===== src/logic/glb_pkg.sv =====
// Shared types of the global buffer. Word counts and offsets count bank words
// Region sizes are not range checked in hardware
`default_nettype none

package glb_pkg;

    // ----------------------------------------
    // Counter widths
    localparam int BANK_CNT_W = 4;   // Bank count
    localparam int WORD_CNT_W = 12;  // Words in one region

    // Data kind of a fill request or a bank write
    typedef enum logic {
        KIND_WEI = 1'b0,
        KIND_ACT = 1'b1
    } data_kind_e;

    // ----------------------------------------
    // Layer configuration
    // Activation region begins at bank banks_wei
    typedef struct packed {
        logic [BANK_CNT_W-1:0] banks_wei;
        logic [WORD_CNT_W-1:0] words_wei;
        logic [WORD_CNT_W-1:0] words_act;
    } glb_cfg_t;

    // Fill to bank array write command
    typedef struct packed {
        data_kind_e            kind;
        logic [WORD_CNT_W-1:0] offset;   // Word offset inside the region
        logic                  en;
    } glb_wr_t;

endpackage

`default_nettype wire


===== src/logic/glb_fill_ctrl.sv =====
// Fills the weight region, then the activation region, one request each
// Word counts must be at least 1
`default_nettype none

module glb_fill_ctrl #(
    parameter int DATA_W = 128
) (
    input  wire                    clk,
    input  wire                    rst_n,
    input  wire                    load_start_i,
    input  wire glb_pkg::glb_cfg_t cfg_i,
    output logic                   req_val_o,
    input  wire                    req_rdy_i,
    output glb_pkg::data_kind_e    req_kind_o,
    input  wire                    in_val_i,
    output logic                   in_rdy_o,
    input  wire [DATA_W-1:0]       in_data_i,
    output glb_pkg::glb_wr_t       wr_o,
    output logic [DATA_W-1:0]      wr_data_o,
    output logic                   wei_filled_o,
    output logic                   act_filled_o
);

    localparam logic [glb_pkg::WORD_CNT_W-1:0] WORD_ONE =
        {{(glb_pkg::WORD_CNT_W-1){1'b0}}, 1'b1};

    typedef enum logic [2:0] {
        IDLE,
        REQ_WEI,
        LOAD_WEI,
        REQ_ACT,
        LOAD_ACT
    } state_e;

    state_e                         state_q;
    state_e                         state_d;
    glb_pkg::data_kind_e            kind;
    logic [glb_pkg::WORD_CNT_W-1:0] word_cnt;
    logic [glb_pkg::WORD_CNT_W-1:0] last_off;
    logic                           in_xfer;
    logic                           last_word;

    assign kind = (state_q == REQ_WEI || state_q == LOAD_WEI) ? glb_pkg::KIND_WEI
                                                              : glb_pkg::KIND_ACT;
    assign last_off = ((kind == glb_pkg::KIND_WEI) ? cfg_i.words_wei : cfg_i.words_act)
                      - WORD_ONE;

    assign req_val_o  = (state_q == REQ_WEI) || (state_q == REQ_ACT);
    assign req_kind_o = kind;   // Follows the state, so stable under valid
    assign in_rdy_o   = (state_q == LOAD_WEI) || (state_q == LOAD_ACT);
    assign in_xfer    = in_val_i && in_rdy_o;
    assign last_word  = in_xfer && (word_cnt == last_off);

    // ----------------------------------------
    // Phase sequence
    always_comb begin
        state_d = state_q;
        case (state_q)
            IDLE:     if (load_start_i) state_d = REQ_WEI;
            REQ_WEI:  if (req_rdy_i)    state_d = LOAD_WEI;
            LOAD_WEI: if (last_word)    state_d = REQ_ACT;
            REQ_ACT:  if (req_rdy_i)    state_d = LOAD_ACT;
            LOAD_ACT: if (last_word)    state_d = IDLE;
            default:  state_d = IDLE;
        endcase
    end

    always_ff @(posedge clk or negedge rst_n) begin
        if (!rst_n) begin
            state_q      <= IDLE;
            word_cnt     <= '0;
            wei_filled_o <= 1'b0;
            act_filled_o <= 1'b0;
        end else begin
            state_q      <= state_d;
            wei_filled_o <= last_word && (state_q == LOAD_WEI);
            act_filled_o <= last_word && (state_q == LOAD_ACT);
            if (load_start_i || last_word) begin
                word_cnt <= '0;
            end else if (in_xfer) begin
                word_cnt <= word_cnt + WORD_ONE;
            end
        end
    end

    // Write lands on the transfer edge
    always_comb begin
        wr_o.kind   = kind;
        wr_o.offset = word_cnt;
        wr_o.en     = in_xfer;
    end

    assign wr_data_o = in_data_i;

endmodule

`default_nettype wire


===== config.mk =====
export PLATFORM = sky130hd
export DESIGN_NAME = glb_fill_ctrl
export DESIGN_NICKNAME = d
export VERILOG_FILES = /design/src/logic/glb_pkg.sv /design/src/logic/glb_fill_ctrl.sv
export SDC_FILE = /design/constraint.sdc
export NUM_CORES = 1
export LEC_CHECK = 0
export BUFFER_PORTS_ARGS = -buffer_cell sky130_fd_sc_hd__buf_2
export CAP_MARGIN = 5
export CORE_AREA = 2 2 119 121
export CTS_BUF_LIST = sky130_fd_sc_hd__clkbuf_16
export DETAILED_ROUTE_END_ITERATION = 7
export DIE_AREA = 0 0 121 123
export SLEW_MARGIN = 20
export SYNTH_ARGS = -nofsm -noshare
export SYNTH_HDL_FRONTEND = slang
export SYNTH_SLANG_ARGS = --single-unit

===== constraint.sdc =====
create_clock -name clk -period 2.7 [get_ports clk]
set_input_delay 0.135 -clock clk [delete_from_list [all_inputs] [get_ports clk]]
set_output_delay 0.135 -clock clk [all_outputs]
set_load 0.05 [all_outputs]

Yosys cells after proc, flatten, opt, wreduce, memory -nomap -nowiden
Cells that the tools add are included.
- bits in registers: 17
- input bits: 161
- output and inout bits: 147
- word-level logic and storage cells: 37
- $add $sub $neg: 2
- equality and inequality tests: 10
- muxes and demuxes: 10
- reduce and logical (&&, ||, !) cells: 11
- operators with widths (operator ; number):
    two-way mux 12 bit ; 3
    two-way mux 3 bit ; 5
    one-hot mux 3 bit (5 select lines) ; 1
    adder 12 x 1 -> 12 bit (second input constant) ; 1
    == test 12 bit ; 1
    subtractor 12 x 1 -> 12 bit (second input constant) ; 1
    != test 2 bit (second input constant) ; 5
    == test 3 x 2 -> 1 bit (second input constant) ; 2
    AND reduction 5 bit ; 1
    logical AND 1 bit ; 4
    logical OR 1 bit ; 4
    == test 3 x 1 -> 1 bit (second input constant) ; 1
    == test 3 bit (second input constant) ; 1
    zero test 3 bit ; 1
    nonzero test 2 bit ; 1
    two-way mux 1 bit ; 1

Longest topological paths before layout
- depth after elaboration: 8
- mapped depth: 14
- gate-level depth less buffers: 12

Worst setup path after synthesis
OpenSTA, ideal clock, no wires.
- kind: register -> register
- start: reg state_q[1]
- end: reg word_cnt[0] in the netlist's numbering
- library setup time: 0.145 ns
- arrival: 2.990 ns
- setup slack: -0.434 ns
- cell stages (with the launch flop): 15
- buffers on the path: 2
- period minus slack after synthesis: 3.134 ns
- cell sequence: dfrtp_1 buf_6 xnor2_4 nor2_2 inv_2 mux2i_1 ha_1 xnor2_1 nor3_2 or4b_1 a22oi_2 o211ai_2 and3b_1 buf_6 nor3_2
- longest elaborated chain between the ends: 8
- RTL lines (what ; RTL line ; text):
    start, declared ; glb_fill_ctrl.sv:35 ; state_e state_q;
    start signal, assigned ; glb_fill_ctrl.sv:75 ; state_q <= state_d;
    == test 3 x 1 -> 1 bit or == test 3 x 2 -> 1 bit (tied branches) ; glb_fill_ctrl.sv:43, glb_fill_ctrl.sv:50 ;
    logical OR 1 bit ; glb_fill_ctrl.sv:43 ; assign kind = (state_q == REQ_WEI || state_q == LOAD_WEI) ? glb_pkg::KIND_WEI
    two-way mux 12 bit ; glb_fill_ctrl.sv:45 ; assign last_off = ((kind == glb_pkg::KIND_WEI) ? cfg_i.words_wei : cfg_i.words_act)
    subtractor 12 x 1 -> 12 bit ; glb_fill_ctrl.sv:46 ; - WORD_ONE;
    == test 12 bit ; glb_fill_ctrl.sv:52 ; assign last_word = in_xfer && (word_cnt == last_off);
    logical AND 1 bit ; glb_fill_ctrl.sv:52 ;
    logical OR 1 bit ; glb_fill_ctrl.sv:78 ; if (load_start_i || last_word) begin
    two-way mux 12 bit or nonzero test 2 bit (tied branches) ; - ;
    end signal, assigned ; glb_fill_ctrl.sv:81 ; word_cnt <= word_cnt + WORD_ONE;
    end, declared ; glb_fill_ctrl.sv:38 ; logic [glb_pkg::WORD_CNT_W-1:0] word_cnt;
Several ways; a longest one is shown, not always the timed one.
A chain may end at the register's enable or synchronous reset.

Worst setup path in the final report
- start: reg state_q[0]
- end: reg word_cnt[2] in the netlist's numbering
Same word-level chain as after synthesis.

==> flow_summary.ini <==
[status]
status = finished with violations
violations = negative setup slack

[placed_design]
port_buffers = 47
gp_congestion = 0.862
dpl.hpwl_um = 5710
dp_cells = 453
dpl_cell_area_um2 = 2390

[final_layout]
finalInstanceArea_um2 = 2510
antennaDiodeCount = 0
fillers = 1517
area_growth_syn_to_layout_pct = -11.3
final-seq-area_um2 = 428
layout.nets = 443
layout-drive-gt1-share = 0.348
instances_no_fill = 459
multiInputGateArea_um2 = 1350

[yosys]
syn_nets = 513
synth_ff_type = dfrtp_1
synth.distinct_cells = 55
ys_seq_elements = 17
synthTopCellsByArea = buf_4 35%, dfrtp_1 15%, xnor2_1 4.6%
synth_most_common_cell = buf_4
synth_top_area_share = 0.350
avgSynthCellArea_um2 = 8.09
synth-edff-count = 0
synth_top_cells_by_count = 132 x buf_4, 17 x dfrtp_1, 15 x nand2_1, 15 x xnor2_1
synth.cell_area_um2 = 2830
syn_inst = 350
seq_area_frac_synth = 0.150
async_flop_share = 1.00
yosys_warnings = 0
synth_top_cell_by_area = buf_4

[floorplanning]
core-area_um2 = 13600
die_x_um = 121
initial_utilization = 0.208
num_io_pins = 308
std_cell_rows = 43
die_area_um2 = 14900
die_h_um = 123

[clock_tree]
ctsRootBufferMaster = clkbuf_16
cts-buffers-inserted = 3
path_clk_slew_ns = 0.05
clockBufferDepth = 2
clkLatencyLatePin_ns = 0.25
htreeDepth = 1
cts_tree = done
cts.sinks = 17

[global_route]
grt_pass1_wl_um = 10600
grt_max_degree = 18
first_global_vias = 2058
grt.total_usage = 0.0893
gr-total-overflow = 0
antenna_found_initial = 0

[power]
max-vdd-ir-drop_uv = 176
p_leak_uw = 0.00104
power_density_nw_per_um2 = 287

[timing]
slew_headroom = 0.688
fin_crit_sh = 1.07
finClkSkew_ns = 0.00253
finalHoldViolations = 0
fin_tns_setup_ns = -2.28
drv_slew = 0
max_freq_mhz = 346
setup_violations = 13
fin_crit_ns = 2.89
rsz0062_at_grt = true
setup_slack_ns = -0.192
worst_slew_pin_slew_ns = 0.464

[worst_setup_path]
path_cells = xor2_4 -> and3_4 -> nor2_1 -> ha_1 -> xnor2_1 -> nor3_2 -> or4b_1 -> a22oi_2 -> o211ai_2 -> and3b_2 -> buf_12 -> nor3_1
arrival_ns = 3.01
worstSetupPathType = reg2reg
cp_top_family = simple AND/OR/NAND/NOR gates
slowest_stage = dfrtp_2
max_stage_delay_ns = 0.48
path_buf_inv = 1
worst_setup_path_start_kind = flop
path_max_fanout = 12
cp-end-kind = flop
worstPathRequired_ns = 2.82

[drt]
ant_nets = 0
via_per_inst = 4.52
wire_per_inst_um = 15.4
drc = 0
dr.pass1.iters = 5
vias = 2073
drtIter0Drc = 154
drt_wl_total_um = 7060

[run]
max_cap_violations = 0

[worst_hold_path]
min_path_type = in2reg
-- power by group --
group / internal [uW] / switching (uW) / leakage, uW
registers: 258 / 6.62 / 0.000227
logic: 65.4 / 91.5 / 0.000771
clock network: 198 / 101 / 0.0000409
-- cell families after synthesis --
logic type	count (synthesis)	synth area share
AO/OA/AOI/OAI	46	0.117
flip-flops	17	0.150
XOR/XNOR	26	0.0937
buffers and inverters	150	0.382
multiplexers	4	0.0141
adder cells (fa/ha/maj)	2	0.00884
AND/OR/NAND/NOR	105	0.234
-- worst reg2reg max path: cells and delay by family, from the launching register on --
family,cells,cell delay [ns]
XOR/XNOR,2,0.34
AND/OR/NAND/NOR,6,1.19
flip-flops,1,0.48
adder cells (fa/ha/maj),1,0.30
buffers and inverters,1,0.15
AO/OA/AOI/OAI,2,0.31
-- timing repair --
action | CTS | global route
pin swaps | 0 | 2
endpoints found under the hold margin | 17 | 0
hold buffers | 1 | 0
setup buffers | 1 | 0
setup endpoints to repair | 16 | 16
resized for setup | 6 | 1
cloned | 0 | 0
-- layout by cell type (no fill, tap or decap), types with 3 or more instances in the layout --
cell and instances:
xnor2_1 15, nor3_2 12, clkbuf_16 3, or3_1 3
a21o_1 3, buf_2 47, dfrtp_1 15, nand2_1 15
nand2b_1 3, xor2_1 9, nand3_1 10, nor3_1 8
inv_1 9, nor2b_1 8, o211ai_1 9, buf_4 16
nand4_1 6, nor4_1 5, o21ai_0 6, mux2i_1 4
and3_1 6, nor2_1 11, o31ai_1 4, a21oi_1 4
nor4_2 3
-- layer usage --
layer  share of wire  vias up  GRT usage  wire [um]
met2            0.45      122      0.142       3180
met1            0.41      976      0.109       2910
met3            0.11       40     0.0323        754
li1                -      935          -          -
met4           0.029        0     0.0378        203
met5               0        -          0          0
-- per-stage QoR --
stage                     utilization  power [uW]  hold WS [ns]  setup WS, ns
final                           0.184         721         0.186        -0.192
after detailed placement        0.176         422        0.0803        -0.270
after floorplan                     -         866        -0.161        -0.265
after global routing            0.184         756         0.246        -0.359
after CTS                       0.184         729         0.184        -0.184
after global placement          0.176         419        0.0759        -0.238
-- path summary, 6_finish.rpt --
path / cells after the start / slack, ns / start / end
worst max-delay path: 12 / -0.19 / state_q[0]$_DFFE_PN0P_ / word_cnt[2]$_DFFE_PN0P_
max in group asynchronous: 2 / 2.04 / rst_n / state_q[0]$_DFFE_PN0P_
min in group asynchronous: 2 / 0.35 / rst_n / wei_filled_o$_DFF_PN0_
worst min-delay path: 4 / 0.19 / req_rdy_i / state_q[0]$_DFFE_PN0P_
worst max register to register: 12 / -0.19 / state_q[0]$_DFFE_PN0P_ / word_cnt[2]$_DFFE_PN0P_
worst min register to register: 2 / 0.70 / word_cnt[11]$_DFFE_PN0P_ / word_cnt[11]$_DFFE_PN0P_
-- registers in the layout, indices dropped and copies added (netlist names) --
register      flops
state_q           3
word_cnt         12
act_filled_o      1
wei_filled_o      1
-- layout make-up --
| type | count | share of cell area |
|---|---|---|
| multi-input cells | 183 | 0.537 |
| inverters | 10 | 0.0169 |
| flip-flops and latches | 17 | 0.170 |
| clock inverters | 1 | 0.00199 |
| well taps | 180 | 0.0897 |
| repair buffers | 65 | 0.154 |
| clock buffers | 3 | 0.0299 |
Note: power is estimated with default switching activity, not from simulation.
