[config.mk]
export PLATFORM = sky130hd
export DESIGN_NAME = glb_drain_ctrl
export DESIGN_NICKNAME = d
export VERILOG_FILES = /design/src/logic/glb_pkg.sv /design/src/logic/glb_drain_ctrl.sv
export SDC_FILE = /design/constraint.sdc
export NUM_CORES = 1
export LEC_CHECK = 0
export ABC_AREA = 1
export BUFFER_PORTS_ARGS = -buffer_cell sky130_fd_sc_hd__buf_2
export CAP_MARGIN = 20
export CORE_ASPECT_RATIO = 0.8
export CORE_MARGIN = 1.5
export CORE_UTILIZATION = 40
export DETAILED_ROUTE_END_ITERATION = 10
export GPL_ROUTABILITY_DRIVEN = 0
export PLACE_DENSITY = 0.76
export SLEW_MARGIN = 20
export SYNTH_ARGS = -nofsm -noshare
export SYNTH_HDL_FRONTEND = slang
export SYNTH_SLANG_ARGS = --single-unit
[constraint.sdc]
create_clock -name clk -period 2.8 [get_ports clk]
set_input_delay 0.14 -clock clk [delete_from_list [all_inputs] [get_ports clk]]
set_output_delay 0.14 -clock clk [all_outputs]
set_load 0.01 [all_outputs]
[src/logic/glb_pkg.sv]
// Shared types of the global buffer. Word counts and offsets count bank words
// Region sizes are not range checked in hardware
`default_nettype none

package glb_pkg;

    // ----------------------------------------
    // Counter widths
    localparam int BANK_CNT_W = 4;   // Bank count
    localparam int WORD_CNT_W = 12;  // Words in one region

    // Data kind of a fill request or a bank write
    typedef enum logic {
        KIND_WEI = 1'b0,
        KIND_ACT = 1'b1
    } data_kind_e;

    // ----------------------------------------
    // Layer configuration
    // Activation region begins at bank banks_wei
    typedef struct packed {
        logic [BANK_CNT_W-1:0] banks_wei;
        logic [WORD_CNT_W-1:0] words_wei;
        logic [WORD_CNT_W-1:0] words_act;
    } glb_cfg_t;

    // Fill to bank array write command
    typedef struct packed {
        data_kind_e            kind;
        logic [WORD_CNT_W-1:0] offset;   // Word offset inside the region
        logic                  en;
    } glb_wr_t;

endpackage

`default_nettype wire

[src/logic/glb_drain_ctrl.sv]
// Streams one region from offset 0 under valid/ready
// Pullback is sampled only on the last transfer of a pass
`default_nettype none

module glb_drain_ctrl #(
    parameter int DATA_W = 128
) (
    input  wire                                 clk,
    input  wire                                 rst_n,
    input  wire                                 load_start_i,
    input  wire                                 filled_i,
    input  wire [glb_pkg::WORD_CNT_W-1:0]       words_i,
    output logic [glb_pkg::WORD_CNT_W-1:0]      rd_off_o,
    input  wire [DATA_W-1:0]                    rd_data_i,
    output logic                                val_o,
    input  wire                                 rdy_i,
    output logic [DATA_W-1:0]                   data_o,
    input  wire                                 pullback_i,
    output logic                                done_o
);

    localparam logic [glb_pkg::WORD_CNT_W-1:0] WORD_ONE =
        {{(glb_pkg::WORD_CNT_W-1){1'b0}}, 1'b1};

    logic fetch_en;   // More words of this pass to load
    logic out_last;   // Output register holds the last word of a pass
    logic advance;
    logic xfer;
    logic pass_end;
    logic replay;
    logic load;
    logic at_last;

    assign advance  = !val_o || rdy_i;
    assign xfer     = val_o && rdy_i;
    assign pass_end = xfer && out_last;
    assign replay   = pass_end && pullback_i;
    assign at_last  = (rd_off_o == words_i - WORD_ONE);

    // First pass starts on filled, replays start on pass end
    assign load = advance && (filled_i || replay || fetch_en);

    // ----------------------------------------
    // Read offset and output register
    always_ff @(posedge clk or negedge rst_n) begin
        if (!rst_n) begin
            rd_off_o <= '0;
            fetch_en <= 1'b0;
            out_last <= 1'b0;
            val_o    <= 1'b0;
        end else if (load) begin
            val_o    <= 1'b1;
            out_last <= at_last;
            fetch_en <= !at_last;
            rd_off_o <= at_last ? '0 : rd_off_o + WORD_ONE;   // Wraps for replay
        end else if (xfer) begin
            val_o <= 1'b0;
        end
    end

    always_ff @(posedge clk) begin
        if (load) begin
            data_o <= rd_data_i;
        end
    end

    always_ff @(posedge clk or negedge rst_n) begin
        if (!rst_n) begin
            done_o <= 1'b0;
        end else if (load_start_i) begin
            done_o <= 1'b0;
        end else if (pass_end && !pullback_i) begin
            done_o <= 1'b1;
        end
    end

endmodule

`default_nettype wire

Yosys cells after proc, flatten, opt, wreduce, memory -nomap -nowiden
Cells that the tools add are included.
{"block": "classes", "add_sub_neg": 2, "n_eq_ne": 1, "n_mux": 5, "reduce_logical": 13}
{"operator": "$add A12 B1 Y12 const B", "count": 1}
{"operator": "$eq A12 B12 Y1", "count": 1}
{"operator": "$mux W12", "count": 1}
{"operator": "$sub A12 B1 Y12 const B", "count": 1}
{"operator": "$logic_and A1 B1 Y1", "count": 5}
{"operator": "$mux W1", "count": 4}
{"operator": "$reduce_bool A2 Y1", "count": 2}
{"operator": "$logic_not A1 Y1", "count": 3}
{"operator": "$logic_or A1 B1 Y1", "count": 3}
{"block": "totals", "register_bits": 144, "input_bits": 146, "output_inout_bits": 142}

Logic depth before layout (Yosys ltp)
{"block": "depth", "word_depth": 7, "ltp_mapped": 13, "depth_no_buf": 13}

Least setup slack after synthesis
OpenSTA, ideal clock, no wires.
{"block": "synth_path", "path_type": "flip-flop to flip-flop", "startpoint": "reg val_o", "endpoint": "reg rd_off_o[4] in the netlist's numbering", "arrival_time_ns": 2.901, "required_time_ns": 2.679, "slack_ns": -0.223, "path_stages_with_launch": 9, "n_path_buf": 0, "cell_sequence": "dfrtp_1 -> nand3_1 -> o21ai_2 -> nand2_4 -> inv_2 -> nand2_1 -> nor3_2 -> xnor2_1 -> nor2_2"}
{"block": "synth_via", "elab_chain_len": 6, "elab_cells_between_ends": 8, "cone_classes": "8 x reduce/logical"}
{"item": "start, declared", "line": "glb_drain_ctrl.sv:15", "text": "output logic val_o,"}
{"item": "start signal, assigned", "line": "glb_drain_ctrl.sv:50", "text": "val_o <= 1'b0;"}
{"item": "start signal, assigned", "line": "glb_drain_ctrl.sv:52", "text": "val_o <= 1'b1;"}
{"item": "start signal, assigned", "line": "glb_drain_ctrl.sv:57", "text": "val_o <= 1'b0;"}
{"item": "$logic_and A1 B1 Y1", "line": "glb_drain_ctrl.sv:35", "text": "assign xfer = val_o && rdy_i;"}
{"item": "$logic_and A1 B1 Y1", "line": "glb_drain_ctrl.sv:36", "text": "assign pass_end = xfer && out_last;"}
{"item": "$logic_and A1 B1 Y1", "line": "glb_drain_ctrl.sv:37", "text": "assign replay = pass_end && pullback_i;"}
{"item": "$logic_or A1 B1 Y1 (2 in a row)", "line": "glb_drain_ctrl.sv:41", "text": "assign load = advance && (filled_i || replay || fetch_en);"}
{"item": "$logic_and A1 B1 Y1 *", "line": "glb_drain_ctrl.sv:41"}
{"item": "via load", "line": "glb_drain_ctrl.sv:31", "text": "logic load;"}
{"item": "end signal, assigned", "line": "glb_drain_ctrl.sv:55", "text": "rd_off_o <= at_last ? '0 : rd_off_o + WORD_ONE;"}
{"item": "end, declared", "line": "glb_drain_ctrl.sv:13", "text": "output logic [glb_pkg::WORD_CNT_W-1:0] rd_off_o,"}
The timed path passes the listed nets; every way through them passes the cells marked *.
A chain may end at the register's enable or synchronous reset.

Worst setup path in the final report
{"block": "layout_path", "startpoint": "reg val_o", "endpoint": "reg data_o[116] (enable)"}
{"block": "layout_via", "elab_chain_len": 6, "elab_cells_between_ends": 8, "cone_classes": "8 x reduce/logical"}
{"item": "$logic_and A1 B1 Y1", "line": "glb_drain_ctrl.sv:35"}
{"item": "$logic_and A1 B1 Y1", "line": "glb_drain_ctrl.sv:36"}
{"item": "$logic_and A1 B1 Y1", "line": "glb_drain_ctrl.sv:37"}
{"item": "$logic_or A1 B1 Y1 (2 in a row)", "line": "glb_drain_ctrl.sv:41"}
{"item": "$logic_and A1 B1 Y1 *", "line": "glb_drain_ctrl.sv:41"}
{"item": "via load", "line": "glb_drain_ctrl.sv:31"}
{"item": "end signal, assigned", "line": "glb_drain_ctrl.sv:63", "text": "data_o <= rd_data_i;"}
{"item": "end, declared", "line": "glb_drain_ctrl.sv:17", "text": "output logic [DATA_W-1:0] data_o,"}
Marked as above.

==> impl_metrics.csv <==
group,metric,value,unit
run_status,status,"completed",
placement,pre_cts_ws,0.9046,ns
floorplanning,die_x,130.8,um
logic_synthesis,synth.distinct_cells,25,
critical_path,max_stage_delay,0.44,ns
critical_path,crit_chain,"nand3_1, o21ai_2, nand2_4, inv_6, buf_4",
logic_synthesis,yosys_warnings,0,
cts,cts_root_buf,"clkbuf_16",
sta,rsz0062_at_grt,"false",
floorplanning,rows,37,
placement,place_inst,796,
critical_path,critPathArrivalTime,1.95,ns
sta,whs,0.07337,ns
cts,ctsResizeCount,0,
routing,drtAntennaViolNets,0,
critical_path,startpoint_type,"flip-flop",
grt,grt_pass1_wl,22.60,mm
power,finalPower,6.362,mW
min_path,whs_endpoint,"done_o$_DFFE_PN0P_",
logic_synthesis,synth-xor-area-share,2.513,%
logic_synthesis,mappedNetlistArea,0.005228,mm^2
cts,clock-sinks,144,
cells_and_area,layout.nets,918,
power,power_density,725.0,mW/mm^2
logic_synthesis,synthArstFlopShare,11.11,%
grt,grt_max_degree,71,
critical_path,r2r_slack,0.90,ns
cts,numCtsBuffers,17,
cells_and_area,drive_gt1_share,45.72,%
routing,avgViaCountPerCell,4.534,
logic_synthesis,synth_mux_area_share,0,%
min_path,hp-start,"pullback_i",
cells_and_area,fin_util,68.44,%
sta,finalCritPeriodShare,67.82,%
cts,cts_setup_buffers,0,
grt,global_route.overflow_total,0,
routing,wl_per_cell,16.10,um
grt,grt_use_total,22.27,%
floorplanning,core-area,0.01282,mm^2
routing,finalWirelength,15.45,mm
sta,fmax,0.5266,GHz
cts,clock_latency,0.41,ns
sta,period_needed,1.899,ns
floorplanning,dieHeight,105.3,um
critical_path,crit_fanout,34,
floorplanning,dieArea,0.01377,mm^2
sta,fin_tns_setup,0,ns
min_path,holdPathStages,4,
flow_run,drv_cap,0,
logic_synthesis,ys_seq_area_share,81.19,%
routing,drc_errors,0,
sta,fin_ws,0.9011,ns
grt,grt_pass1_vias,4403,
power,vdd_ir_drop_max,570.3,uV
cells_and_area,fillers,862,
cts,cts_tree,"yes",
sta,slew_headroom,72.56,%
logic_synthesis,synth-seq-cells,144,
critical_path,criticalPathCategory,"flip-flop to flip-flop",
placement,dp_hpwl,9.696,mm
floorplanning,initial_core_util,40.76,%
logic_synthesis,synth_top_family_by_area,"simple AND/OR/NAND/NOR gates",
critical_path,cp_top_family,"buffers and inverters",
critical_path,end_kind,"flip-flop",
critical_path,cp.required,2.85,ns
cells_and_area,area_growth,67.88,%
routing,vias,4353,
cts,htree_num_levels,4,
logic_synthesis,synth_fa_ha_area_share,0.4787,%
routing,drtPass1Iterations,4,
logic_synthesis,synth-simple-area-share,13.07,%
critical_path,r2r_end,"data_o[116]$_DFFE_PP_",
placement,placed_area,0.006915,mm^2
logic_synthesis,syn-num-nets,480,
cts,clk_pin_slew,0.06,ns
cts,clk_path_buf_depth,2,
logic_synthesis,synth_compound_gate_area_share,0.5266,%
cells_and_area,fin_cells,960,
logic_synthesis,synth_cells,332,
sta,hold_viol_final,0,
critical_path,r2r_start,"val_o$_DFFE_PN0P_",
logic_synthesis,synth_edf_count,128,
logic_synthesis,ys.flop_type,"edfxtp_1",
critical_path,cp.buffers_inverters,2,
power,leakage,3.960,nW
min_path,hp-class,"input port to flip-flop",
cts,ctsHoldBuffers,130,
logic_synthesis,synth.avg_cell_area,15.75,um^2
critical_path,cp_slowest_cell,"buf_4",
grt,antenna_found_initial,2,
placement,io_buffers,287,
floorplanning,io_pins,288,
routing,drt-initial-drc-count,282,
cells_and_area,final_area,0.008776,mm^2
sta,setup_viol,0,
sta,worst_slew_pin_slew,0.4117,ns
critical_path,r2r_cells,5,
sta,final_max_slew_viol_count,0,
sta,finClkSkew,0.01160,ns
[kinds of logic after synthesis]
logic type      count (synthesis)
buf+inv                        31
compound gates                  4
flops                         144
fa+ha+maj                       2
xor+xnor                       15
simple gates                  136
[registers in the layout, summed over array words and instances (netlist names)]
register	flops
data_o	128
done_o	1
fetch_en	1
out_last	1
rd_off_o	12
val_o	1
[where the power goes]
part	switching [mW]	internal (mW)	total [mW]
Sequential	0.194	2.75	2.94
Combinational	0.752	0.574	1.33
Clock	0.929	1.16	2.09
[layer usage]
layer  global-route usage (%)  part of all wire (%)  vias up
met2                    40.34                    54      218
met1                    24.52                    36     2074
li1                         -                     -     2032
met5                        0                     0        -
met4                    8.320                   1.8        0
met3                    6.447                   8.2       29
[cells in the final DEF (no fill, tap or decap)]
| master | count |
|---|---|
| buf_2 | 287 |
| dlygate4sd3_1 | 130 |
| edfxtp_1 | 128 |
| nand2_1 | 63 |
| inv_1 | 26 |
| nor2_1 | 19 |
| nor2_2 | 17 |
| clkbuf_16 | 17 |
| dfrtp_1 | 16 |
| nand3_1 | 15 |
| xor2_1 | 12 |
| inv_6 | 6 |
| nand2_2 | 6 |
| inv_2 | 4 |
| clkinvlp_4 | 4 |
| xnor2_1 | 3 |
| nor2_4 | 3 |
| diode_2 | 2 |
| o21ai_2 | 2 |
| nor3_1 | 2 |
| o21ai_1 | 2 |
| nand3b_1 | 2 |
| nand3_2 | 2 |
| ha_1 | 2 |
| inv_8 | 2 |
| nand2_4 | 1 |
| and2_1 | 1 |
| nand3_4 | 1 |
| nor2_8 | 1 |
| nand4_1 | 1 |
| nor4_1 | 1 |
| nor3_2 | 1 |
| clkinv_1 | 1 |
| clkinv_8 | 1 |
| clkbuf_1 | 1 |
| clkinv_4 | 1 |
| buf_12 | 1 |
| buf_4 | 1 |
[layout make-up]
| cell class | instances | area [um^2] | share of cell area [%] |
|---|---|---|---|
| Antenna cell | 2 | 5.005 | 0.05703 |
| Clock buffer | 18 | 429.2 | 4.890 |
| Clock inverter | 14 | 125.1 | 1.426 |
| Inverter | 31 | 121.4 | 1.383 |
| Multi-Input combinational cell | 157 | 867.1 | 9.880 |
| Sequential cell | 144 | 4244 | 48.36 |
| Tap cell | 175 | 219.0 | 2.495 |
| Timing Repair Buffer | 419 | 2765 | 31.51 |
[worst reg2reg max path, cell delays in order (launching register included)]
cell     delay (ns)
dfrtp_1        0.37
nand3_1        0.13
o21ai_2        0.17
nand2_4        0.15
inv_6          0.28
buf_4          0.44
[synthesized netlist by cell type, types with 2 or more instances]
| cell type | count | area [um^2] |
|---|---|---|
| nand3_1 | 15 | 75.07 |
| o21ai_1 | 2 | 10.01 |
| dfrtp_1 | 16 | 400.4 |
| xnor2_1 | 3 | 26.28 |
| nand2_1 | 63 | 236.5 |
| inv_2 | 5 | 18.77 |
| nand2_2 | 6 | 37.54 |
| nor3_1 | 2 | 10.01 |
| xor2_1 | 12 | 105.1 |
| edfxtp_1 | 128 | 3844 |
| nand3b_1 | 2 | 15.01 |
| nor2_4 | 3 | 33.78 |
| inv_1 | 26 | 97.59 |
| o21ai_2 | 2 | 17.52 |
| ha_1 | 2 | 25.02 |
| nor2_2 | 17 | 106.4 |
| nor2_1 | 19 | 71.32 |
| nand3_2 | 2 | 20.02 |
[worst max-delay path by stage]
stage / start / endpoint / slack [ns] / cells past startpoint
after floorplan: val_o$_DFFE_PN0P_ / rd_off_o[4]$_DFFE_PN0P_ / 0.41 / 8
after global placement: val_o$_DFFE_PN0P_ / data_o[6]$_DFFE_PP_ / 0.99 / 5
after detailed placement: val_o$_DFFE_PN0P_ / data_o[23]$_DFFE_PP_ / 0.90 / 5
after CTS: val_o$_DFFE_PN0P_ / data_o[116]$_DFFE_PP_ / 0.90 / 5
after global routing: val_o$_DFFE_PN0P_ / data_o[69]$_DFFE_PP_ / 0.78 / 5
final: val_o$_DFFE_PN0P_ / data_o[116]$_DFFE_PP_ / 0.90 / 5
(Power assumes the default switching activity.)
