===== config.mk =====
export PLATFORM = sky130hd
export DESIGN_NAME = glb_cfg_ctrl
export DESIGN_NICKNAME = d
export VERILOG_FILES = /design/src/logic/glb_pkg.sv /design/src/logic/glb_cfg_ctrl.sv
export SDC_FILE = /design/constraint.sdc
export NUM_CORES = 1
export LEC_CHECK = 0
export ABC_AREA = 1
export BUFFER_PORTS_ARGS = -buffer_cell sky130_fd_sc_hd__buf_4
export CAP_MARGIN = 5
export CORE_UTILIZATION = 39
export DETAILED_ROUTE_END_ITERATION = 10
export GPL_ROUTABILITY_DRIVEN = 1
export GPL_TIMING_DRIVEN = 0
export MAX_ROUTING_LAYER = met4
export PLACE_DENSITY = 0.76
export RECOVER_POWER = 25
export SYNTH_ARGS = -nofsm -noshare
export SYNTH_HDL_FRONTEND = slang
export SYNTH_SLANG_ARGS = --single-unit

===== constraint.sdc =====
create_clock -name clk -period 1.8 [get_ports clk]
set_clock_uncertainty 0.05 [all_clocks]
set_input_delay 0 -clock clk [delete_from_list [all_inputs] [get_ports clk]]
set_output_delay 0 -clock clk [all_outputs]
set_load 0.02 [all_outputs]

===== src/logic/glb_pkg.sv =====
// Shared types of the global buffer. Word counts and offsets count bank words
// Region sizes are not range checked in hardware
`default_nettype none

package glb_pkg;

    // ----------------------------------------
    // Counter widths
    localparam int BANK_CNT_W = 4;   // Bank count
    localparam int WORD_CNT_W = 12;  // Words in one region

    // Data kind of a fill request or a bank write
    typedef enum logic {
        KIND_WEI = 1'b0,
        KIND_ACT = 1'b1
    } data_kind_e;

    // ----------------------------------------
    // Layer configuration
    // Activation region begins at bank banks_wei
    typedef struct packed {
        logic [BANK_CNT_W-1:0] banks_wei;
        logic [WORD_CNT_W-1:0] words_wei;
        logic [WORD_CNT_W-1:0] words_act;
    } glb_cfg_t;

    // Fill to bank array write command
    typedef struct packed {
        data_kind_e            kind;
        logic [WORD_CNT_W-1:0] offset;   // Word offset inside the region
        logic                  en;
    } glb_wr_t;

endpackage

`default_nettype wire


===== src/logic/glb_cfg_ctrl.sv =====
// Holds one layer configuration. The register is stable while the layer is busy
`default_nettype none

module glb_cfg_ctrl (
    input  wire                    clk,
    input  wire                    rst_n,
    input  wire                    cfg_val_i,
    output logic                   cfg_rdy_o,
    input  wire glb_pkg::glb_cfg_t cfg_i,
    output glb_pkg::glb_cfg_t      cfg_o,
    output logic                   load_start_o,
    input  wire                    wei_done_i,
    input  wire                    act_done_i
);

    typedef enum logic {
        IDLE = 1'b0,
        BUSY = 1'b1
    } state_e;

    state_e state_q;
    state_e state_d;
    logic   cfg_xfer;
    logic   layer_end;

    assign cfg_xfer  = cfg_val_i && cfg_rdy_o;
    assign cfg_rdy_o = (state_q == IDLE);

    // Done flags of the last layer are still up during load_start
    assign layer_end = wei_done_i && act_done_i && !load_start_o;

    always_comb begin
        state_d = state_q;
        case (state_q)
            IDLE: begin
                if (cfg_xfer) begin
                    state_d = BUSY;
                end
            end
            BUSY: begin
                if (layer_end) begin
                    state_d = IDLE;
                end
            end
            default: state_d = IDLE;
        endcase
    end

    always_ff @(posedge clk or negedge rst_n) begin
        if (!rst_n) begin
            state_q      <= IDLE;
            load_start_o <= 1'b0;
        end else begin
            state_q      <= state_d;
            load_start_o <= cfg_xfer;   // Same cycle as cfg_rdy_o falls
        end
    end

    always_ff @(posedge clk) begin
        if (cfg_xfer) begin
            cfg_o <= cfg_i;
        end
    end

endmodule

`default_nettype wire


Word-level counts from Yosys, hierarchy flattened:

Cells that the tools add are included.

* register bits: 30
* bits in latches: 0
* bits in writable memories: 0
* memory bits (read-only): 0
* bits of input ports: 33
* output and inout port bits: 30
* logic and storage cells: 13
* memories: 0

* add/subtract/negate cells: 0
* multipliers: 0
* div/mod/pow operators: 0
* order comparisons: 0
* equal/unequal tests: 0
* shift-type cells: 0
* muxes and demuxes: 3
* bitwise logic cells: 1
* reductions and logical operators: 4

Operators with widths (number)
* $logic_and A1 B1 Y1: 3
* $mux W1: 2
* $pmux W1 S2: 1
* $logic_not A1 Y1: 1
* $not A1 Y1: 1

Longest topological paths before layout:

Gate-level depths: netlist of the first run.

* depth after elaboration: 4
* gate-level depth with buffers: 4

Worst setup path before layout of the first run:

No wires, ideal clock.

* path kind: register -> register
* from: reg state_q
* to: reg cfg_o[0] (netlist name) (enable)
* library setup time: 383 ps
* arrival time: 1114 ps
* required time: 1367 ps
* slack: 253 ps
* stages on the path, launching flop included: 4
* buffers on the path: 0
* path through: dfrtp_1 -> inv_2 -> nand2_2 -> inv_1

* word-level cells in the longest chain between the ends: 2

RTL lines
* start: declaration: RTL line glb_cfg_ctrl.sv:21 `state_e state_q;`
* start signal: assignment: RTL line glb_cfg_ctrl.sv:54 `state_q <= state_d;`
* $not A1 Y1
* named net cfg_rdy_o: RTL line glb_cfg_ctrl.sv:8 `output logic cfg_rdy_o,`
* $logic_and A1 B1 Y1: RTL line glb_cfg_ctrl.sv:26 `assign cfg_xfer = cfg_val_i && cfg_rdy_o;`
* named net cfg_xfer: RTL line glb_cfg_ctrl.sv:23 `logic cfg_xfer;`
* end signal: assignment: RTL line glb_cfg_ctrl.sv:61 `cfg_o <= cfg_i;`
* end: declaration: RTL line glb_cfg_ctrl.sv:10 `output glb_pkg::glb_cfg_t cfg_o,`

The timed path passes the listed nets, and every way through them passes these cells.
A chain may end at the register's enable or synchronous reset.

Worst setup path after layout of the first run:

* from: reg state_q
* to: reg cfg_o[22] (netlist name) (enable)

* word-level cells in the longest chain between the ends: 2

RTL lines (RTL line)
* $not A1 Y1
* $logic_and A1 B1 Y1: glb_cfg_ctrl.sv:26
* named net cfg_xfer: glb_cfg_ctrl.sv:23

The timed path passes the listed nets, and every way through them passes these cells.

==> results of run 1 <==
[timing repair]
item / CTS / global route
hold endpoints to repair: 31 / 0
hold buffers: 32 / 0
resized for setup: 0 / 1
setup endpoints to repair: 0 / 28
[how the worst min path moves through the flow]
stage	startpoint	end
global route	cfg_i[6]	cfg_o[6]$_DFFE_PP_
floorplan	rst_n	load_start_o$_DFF_PN0_
global placement	rst_n	load_start_o$_DFF_PN0_
finish	cfg_i[5]	cfg_o[5]$_DFFE_PP_
detailed placement	rst_n	state_q$_DFF_PN0_
CTS	cfg_i[18]	cfg_o[18]$_DFFE_PP_
[logic make-up after synthesis]
group / after synthesis / share of synthesized area
flip-flops: 30 / 0.967
AND/OR/NAND/NOR: 4 / 0.0204
buffers and inverters: 3 / 0.0122
[synthesized netlist by cell type]
cell	instances	area share
sky130_fd_sc_hd__nand2_2	1	0.0068
sky130_fd_sc_hd__dfrtp_1	2	0.054
sky130_fd_sc_hd__nand2_1	2	0.0082
sky130_fd_sc_hd__edfxtp_1	28	0.91
sky130_fd_sc_hd__inv_2	1	0.0041
sky130_fd_sc_hd__inv_1	2	0.0082
sky130_fd_sc_hd__nand3_1	1	0.0054
[stage by stage]
stage               std cells  hold slack, ps  instance area [um^2]
floorplan                  37            -346                   921
global route              167             348                  1800
CTS                       167             325                  1800
global placement          127            -268                  1420
finish                    167             354                  1800
detailed placement        127            -265                  1420
[flip-flops by register name, indices dropped and copies added (netlist names)]
name	flops
cfg_o	28
load_start_o	1
state_q	1
[cell type report]
| cell class | count | area [um^2] |
|---|---|---|
| timing repair buffer | 94 | 786 |
| inverter | 3 | 15.0 |
| clock inverter | 3 | 16.3 |
| fill | 120 | 413 |
| sequential | 30 | 891 |
| multi-input combinational | 4 | 18.8 |
| clock buffer | 5 | 37.5 |
| tap | 28 | 35.0 |
[power by group]
group	switching (mW)	internal [mW]
combinational	0.302	0.246
clock	0.221	0.145
sequential	0.0406	0.920
total	0.564	1.31
[per-layer routing]
| layer | GRT usage | vias up | share of wire | wire (um) |
|---|---|---|---|---|
| met5 | - | - | 0 | 0 |
| met4 | 0.125 | 0 | 0.018 | 40 |
| met3 | 0.0667 | 5 | 0.097 | 211 |
| met2 | 0.344 | 49 | 0.51 | 1100 |
| met1 | 0.210 | 306 | 0.38 | 822 |
| li1 | - | 340 | - | - |
==> impl_metrics.csv, run 1 <==
group,metric,value,unit
drt,detailroute.via_count,700,
worst_setup_path,crit_path_cell_trace,"inv_2, nand2_2, clkinvlp_4",
final_layout,n_antenna_cell,0,
timing,grt_setup_unrepaired,"no",
final_layout,syn2layout_area_growth,95.4,%
yosys,yosys_register_bits,30,
timing,post_route_worst_setup_slack,320,ps
drt,totalWireLength,2170,um
placed_design,placement.io_buffers,62,
final_layout,final_nets,171,
cts,cts_root_buffer,"sky130_fd_sc_hd__clkbuf_4",
cts,worst_setup_hold_path_clk_slew,100,ps
worst_setup_path,timing.rr.start,"state_q$_DFF_PN0_",
timing,tightest_slew,561,ps
worst_setup_path,crit-reg2reg-capture,"cfg_o[22]$_DFFE_PP_",
global_route,first_pass_grt_wire_length,3360,um
cts,cts_buffer_depth,2,
worst_setup_path,crit_path_max_incr_delay,470,ps
placed_design,pre_cts_ws,123,ps
power_and_ir_drop,power.ir.vdd_worst,0.943,mV
global_route,grt_start_max_net_pins,30,
power_and_ir_drop,post_layout_power,1.88,mW
yosys,post_synth_num_cell_types,7,
worst_setup_path,sort_of_element_at_the_end_of_the_critical_path,"flip-flop",
floorplanning,initial_utilization,0.416,
timing,worst_slew_margin_rel,0.625,
timing,finalHoldViolations,0,
global_route,antenna_found_initial,0,
worst_setup_path,worstSetupPathType,"flip-flop to flip-flop",
worst_setup_path,crit_path_top_delay_cell,"sky130_fd_sc_hd__clkinvlp_4",
yosys,syn-cell-area,921,um^2
worst_setup_path,crit_path_start,"state_q$_DFF_PN0_",
cts,cts_made_buffers,5,
drt,drt-initial-drc-count,4,
worst_setup_path,worst-r2r-setup-slack,320,ps
worst_setup_path,setup.worst_path.end,"cfg_o[22]$_DFFE_PP_",
worst_setup_path,cp_num_buf_inv,2,
floorplanning,core,2210,um^2
drt,remaining_drc_errors,0,
cts,post_cts.repair.setup_buffers,0,
drt,ant_nets,0,
timing,post-route-period-util,0.822,
floorplanning,io_pins,63,
worst_setup_path,r2r_cells,3,
final_layout,most-common-layout-cells,"40 x sky130_fd_sc_hd__buf_4, 32 x sky130_fd_sc_hd__dlygate4sd3_1, 28 x sky130_fd_sc_hd__edfxtp_1, 27 x sky130_fd_sc_hd__clkbuf_4",
yosys,synth.net_count,70,
floorplanning,chipHeight,50.6,um
cts,tritoncts_num_sinks,30,
drt,drt-wirelength-per-cell,13.0,um
timing,slew_violations,0,
worst_hold_path,cells_on_worst_hold_path,2,
worst_setup_path,required,1640,ps
power_and_ir_drop,p_leak,0.760,nW
yosys,synth_cells,37,
worst_setup_path,cp_data_arrival_time,1310,ps
yosys,synth.yosys.seq_area_share,0.967,
worst_setup_path,crit_family,"buffers and inverters",
final_layout,layout-drive-gt1-share,0.518,
worst_setup_path,path_depth,3,
global_route,grt_remaining_overflow,0,
global_route,via_count_of_the_first_global_routing_pass,754,
worst_hold_path,min-delay-path-class,"input port to flip-flop",
drt,routed_via_density,4.19,
worst_setup_path,maximum_fanout_along_the_worst_path,29,
cts,worstSkewPairLatency,320,ps
final_layout,final_core_util,0.813,
power_and_ir_drop,p_per_cell_area,1040,nW/um^2
job,reported_max_cap_violation_count,0,
timing,max_freq,0.676,GHz
timing,totalNegativeSetupSlack,0,ps
timing,setup_viol,0,
worst_setup_path,timing.critical_path.from_type,"flip-flop",
timing,min_period,1480,ps
placed_design,globalplace.congestion,0.692,
cts,htreeDepth,2,
floorplanning,rows,17,
floorplanning,dieWidth,50.6,um
yosys,synthesis.area_per_instance,24.9,um^2
drt,drtPass1Iterations,4,
floorplanning,dieArea,2560,um^2
yosys,yosysWarnings,0,
cts,cts_tree,"done",
final_layout,layout.cells.most_common,"sky130_fd_sc_hd__buf_4",
global_route,grt_usage,0.206,
status,status,"finished, final reports clean",
Note: power is estimated with default switching activity, not from simulation.
==> run 2, diff against run 1 <==
Settings changed: ABC_AREA 1 to 0, CORE_UTILIZATION 39 to 35, PLACE_DENSITY 0.76 to 0.72.
Clock period 1.8 ns to 1.3 ns, I/O delays scaled along.
==> run 2 against run 1 <==
Compared with the run above: setup slack worse by 230 ps; power is 3.6% higher; largest cell class unchanged; highest routed layer unchanged; register-to-register slack lost 230 ps; critical endpoint is now cfg_o[18]$_DFFE_PP_; critical path type unchanged; sequential power up 19%; non-clock buffer count up 1; largest power group unchanged.
==> impl_metrics.csv, run 2 <==
group,metric,value,unit
final_layout,layout.cells.most_common,"sky130_fd_sc_hd__buf_4",
yosys,synthesis.area_per_instance,26.3,um^2
yosys,synth_ff_type,"sky130_fd_sc_hd__edfxtp_1",
final_layout,layout-drive-gt1-share,0.504,
worst_setup_path,required,1240,ps
floorplanning,initial_utilization,0.371,
yosys,post-synth-top-count-cell,"sky130_fd_sc_hd__edfxtp_1",
power_and_ir_drop,p_leak,0.765,nW
global_route,grt_start_max_net_pins,16,
worst_setup_path,sort_of_element_at_the_end_of_the_critical_path,"flip-flop",
floorplanning,dieArea,2840,um^2
yosys,synth_compound_area_frac,0.00952,
cts,cts_tree,"done",
drt,drt-wirelength-per-cell,13.2,um
job,reported_max_cap_violation_count,0,
worst_setup_path,maximum_fanout_along_the_worst_path,14,
power_and_ir_drop,p_per_cell_area,1070,nW/um^2
final_layout,final_nets,171,
yosys,synth_cells,35,
timing,post-route-period-util,0.933,
power_and_ir_drop,post_layout_power,1.94,mW
placed_design,hpwlAfterDp,1310,um
global_route,grt_usage,0.177,
timing,finalHoldViolations,0,
final_layout,biggestRegsByFlops,"cfg_o: 28 flops, load_start_o: 1 flops, state_q: 1 flops",
placed_design,numPlacedInstances,127,
floorplanning,dieWidth,53.3,um
final_layout,n_antenna_cell,0,
yosys,synth.yosys.seq_area_share,0.969,
cts,cts_made_buffers,5,
worst_setup_path,crit_path_max_incr_delay,430,ps
yosys,yosys_register_bits,30,
floorplanning,rows,18,
cts,cts_buffer_depth,2,
drt,totalWireLength,2240,um
cts,htreeDepth,2,
global_route,grt_remaining_overflow,0,
yosys,synth.area.top_cells,"sky130_fd_sc_hd__edfxtp_1 91%, sky130_fd_sc_hd__dfrtp_1 5.4%, sky130_fd_sc_hd__a41oi_1 0.95%",
yosys,post_synth_num_cell_types,6,
drt,ant_nets,0,
worst_setup_path,crit_path_cell_trace,"and2b_2",
status,status,"finished, final reports clean",
cts,cts_root_buffer,"sky130_fd_sc_hd__clkbuf_4",
floorplanning,io_pins,63,
final_layout,fin_cells,169,
drt,detailroute.via_count,712,
cts,worst_setup_hold_path_clk_slew,90,ps
drt,remaining_drc_errors,0,
worst_setup_path,worstSetupPathType,"flip-flop to flip-flop",
timing,worst_hold_slack,365,ps
placed_design,placement.io_buffers,62,
yosys,yosys-mux-area-fraction,0,
drt,drtPass1Iterations,2,
placed_design,pre_cts_ws,-34.2,ps
worst_setup_path,cp_data_arrival_time,1150,ps
yosys,synthTopCellsByCount,"28 x sky130_fd_sc_hd__edfxtp_1, 2 x sky130_fd_sc_hd__dfrtp_1, 2 x sky130_fd_sc_hd__inv_1",
yosys,yosysWarnings,0,
timing,min_period,1210,ps
timing,slew_violations,0,
power_and_ir_drop,power.ir.vdd_worst,0.811,mV
placed_design,globalplace.congestion,0.609,
global_route,first_pass_grt_wire_length,3120,um
final_layout,largest_register_ffs,28,
drt,routed_via_density,4.21,
worst_hold_path,min-delay-path-class,"input port to flip-flop",
yosys,synth_adder_area_share,0,
timing,setup_viol,0,
yosys,largest_family_of_logic_cells_by_synthesized_area,"simple AND/OR/NAND/NOR gates",
global_route,antenna_found_initial,0,
timing,post_route_worst_setup_slack,87.1,ps
drt,drt-initial-drc-count,13,
global_route,via_count_of_the_first_global_routing_pass,692,
worst_setup_path,timing.critical_path.from_type,"flip-flop",
final_layout,syn2layout_area_growth,97.1,%
final_layout,largest-register,"cfg_o",
yosys,synth_async_sr_flop_share,0.0667,
yosys,syn-cell-area,920,um^2
final_layout,final_core_util,0.732,
cts,worstSkewPairLatency,300,ps
worst_setup_path,crit_path_top_delay_cell,"sky130_fd_sc_hd__dfrtp_1",
worst_setup_path,crit_family,"flip-flops",
floorplanning,chipHeight,53.3,um
floorplanning,core,2480,um^2
yosys,synthXorXnorAreaFrac,0,
timing,grt_setup_unrepaired,"no",
yosys,synth-edff-count,28,
yosys,synth.top_cell.area_share,0.914,
worst_setup_path,cp_num_buf_inv,0,
timing,max_freq,0.824,GHz
cts,tritoncts_num_sinks,30,
yosys,synth.net_count,68,
final_layout,most-common-layout-cells,"40 x sky130_fd_sc_hd__buf_4, 33 x sky130_fd_sc_hd__dlygate4sd3_1, 28 x sky130_fd_sc_hd__edfxtp_1, 27 x sky130_fd_sc_hd__clkbuf_4",
timing,tightest_slew,299,ps
timing,worst_slew_margin_rel,0.800,
yosys,post-synth-top-area-cell,"sky130_fd_sc_hd__edfxtp_1",
yosys,synth_simple_gate_area_frac,0.0136,
-- run 2: cell types whose count changed after synthesis --
cell and change:
sky130_fd_sc_hd__nand2_2 -1, sky130_fd_sc_hd__inv_2 -1, sky130_fd_sc_hd__nor2_1 +1, sky130_fd_sc_hd__nand2_1 -2
sky130_fd_sc_hd__a41oi_1 +1, sky130_fd_sc_hd__and2b_2 +1, sky130_fd_sc_hd__nand3_1 -1
-- run 2: per-stage QoR --
stage	TNS (ps)	area, um^2
2_1_floorplan	0	921
3_3_place_gp	-356	1420
3_5_place_dp	-938	1420
4_1_cts	0	1810
5_1_grt	0	1810
6_report	0	1810
-- run 2: logic make-up after synthesis --
kind of cell	count (synthesis)
simple gates	2
flops	30
buf+inv	2
compound gates	1
-- run 2: layout make-up --
class / instances / area, um^2
Sequential cell: 30 / 891
Timing Repair Buffer: 95 / 796
Fill cell: 161 / 664
Clock buffer: 6 / 41.3
Tap cell: 30 / 37.5
Multi-Input combinational cell: 4 / 31.3
Clock inverter: 2 / 8.76
Inverter: 2 / 7.51
-- run 2: timing repair --
action                     CTS  global route
setup endpoints to repair   28             0
hold buffers                33             0
hold endpoints to repair    31             0
setup buffers                0             0
resized for setup            1             0
-- run 2: path summary, 6_finish.rpt --
| kind | startpoint | to | slack (ps) | depth (start not counted) |
|---|---|---|---|---|
| worst max-delay path | state_q$_DFF_PN0_ | cfg_o[18]$_DFFE_PP_ | 90 | 1 |
| worst min-delay path | cfg_i[27] | cfg_o[27]$_DFFE_PP_ | 360 | 2 |
| worst max register to register | state_q$_DFF_PN0_ | cfg_o[18]$_DFFE_PP_ | 90 | 1 |
| worst min register to register | state_q$_DFF_PN0_ | state_q$_DFF_PN0_ | 520 | 1 |
| max in group asynchronous | rst_n | load_start_o$_DFF_PN0_ | 570 | 3 |
| min in group asynchronous | rst_n | state_q$_DFF_PN0_ | 500 | 3 |
-- run 2: routing by layer --
layer | up-vias | track usage | share of wire
met2 | 41 | 0.317 | 0.54
met1 | 326 | 0.151 | 0.34
met3 | 2 | 0.0776 | 0.11
met5 | - | - | 0
li1 | 343 | - | -
met4 | 0 | 0.0921 | 0.0085
-- run 2: where the power goes --
group | leakage [nW] | switching (mW) | internal, mW | total [mW]
Combinational | 0.454 | 0.138 | 0.188 | 0.326
Sequential | 0.281 | 0.0179 | 1.12 | 1.14
Clock | 0.0297 | 0.277 | 0.203 | 0.479
Total | 0.765 | 0.432 | 1.51 | 1.94
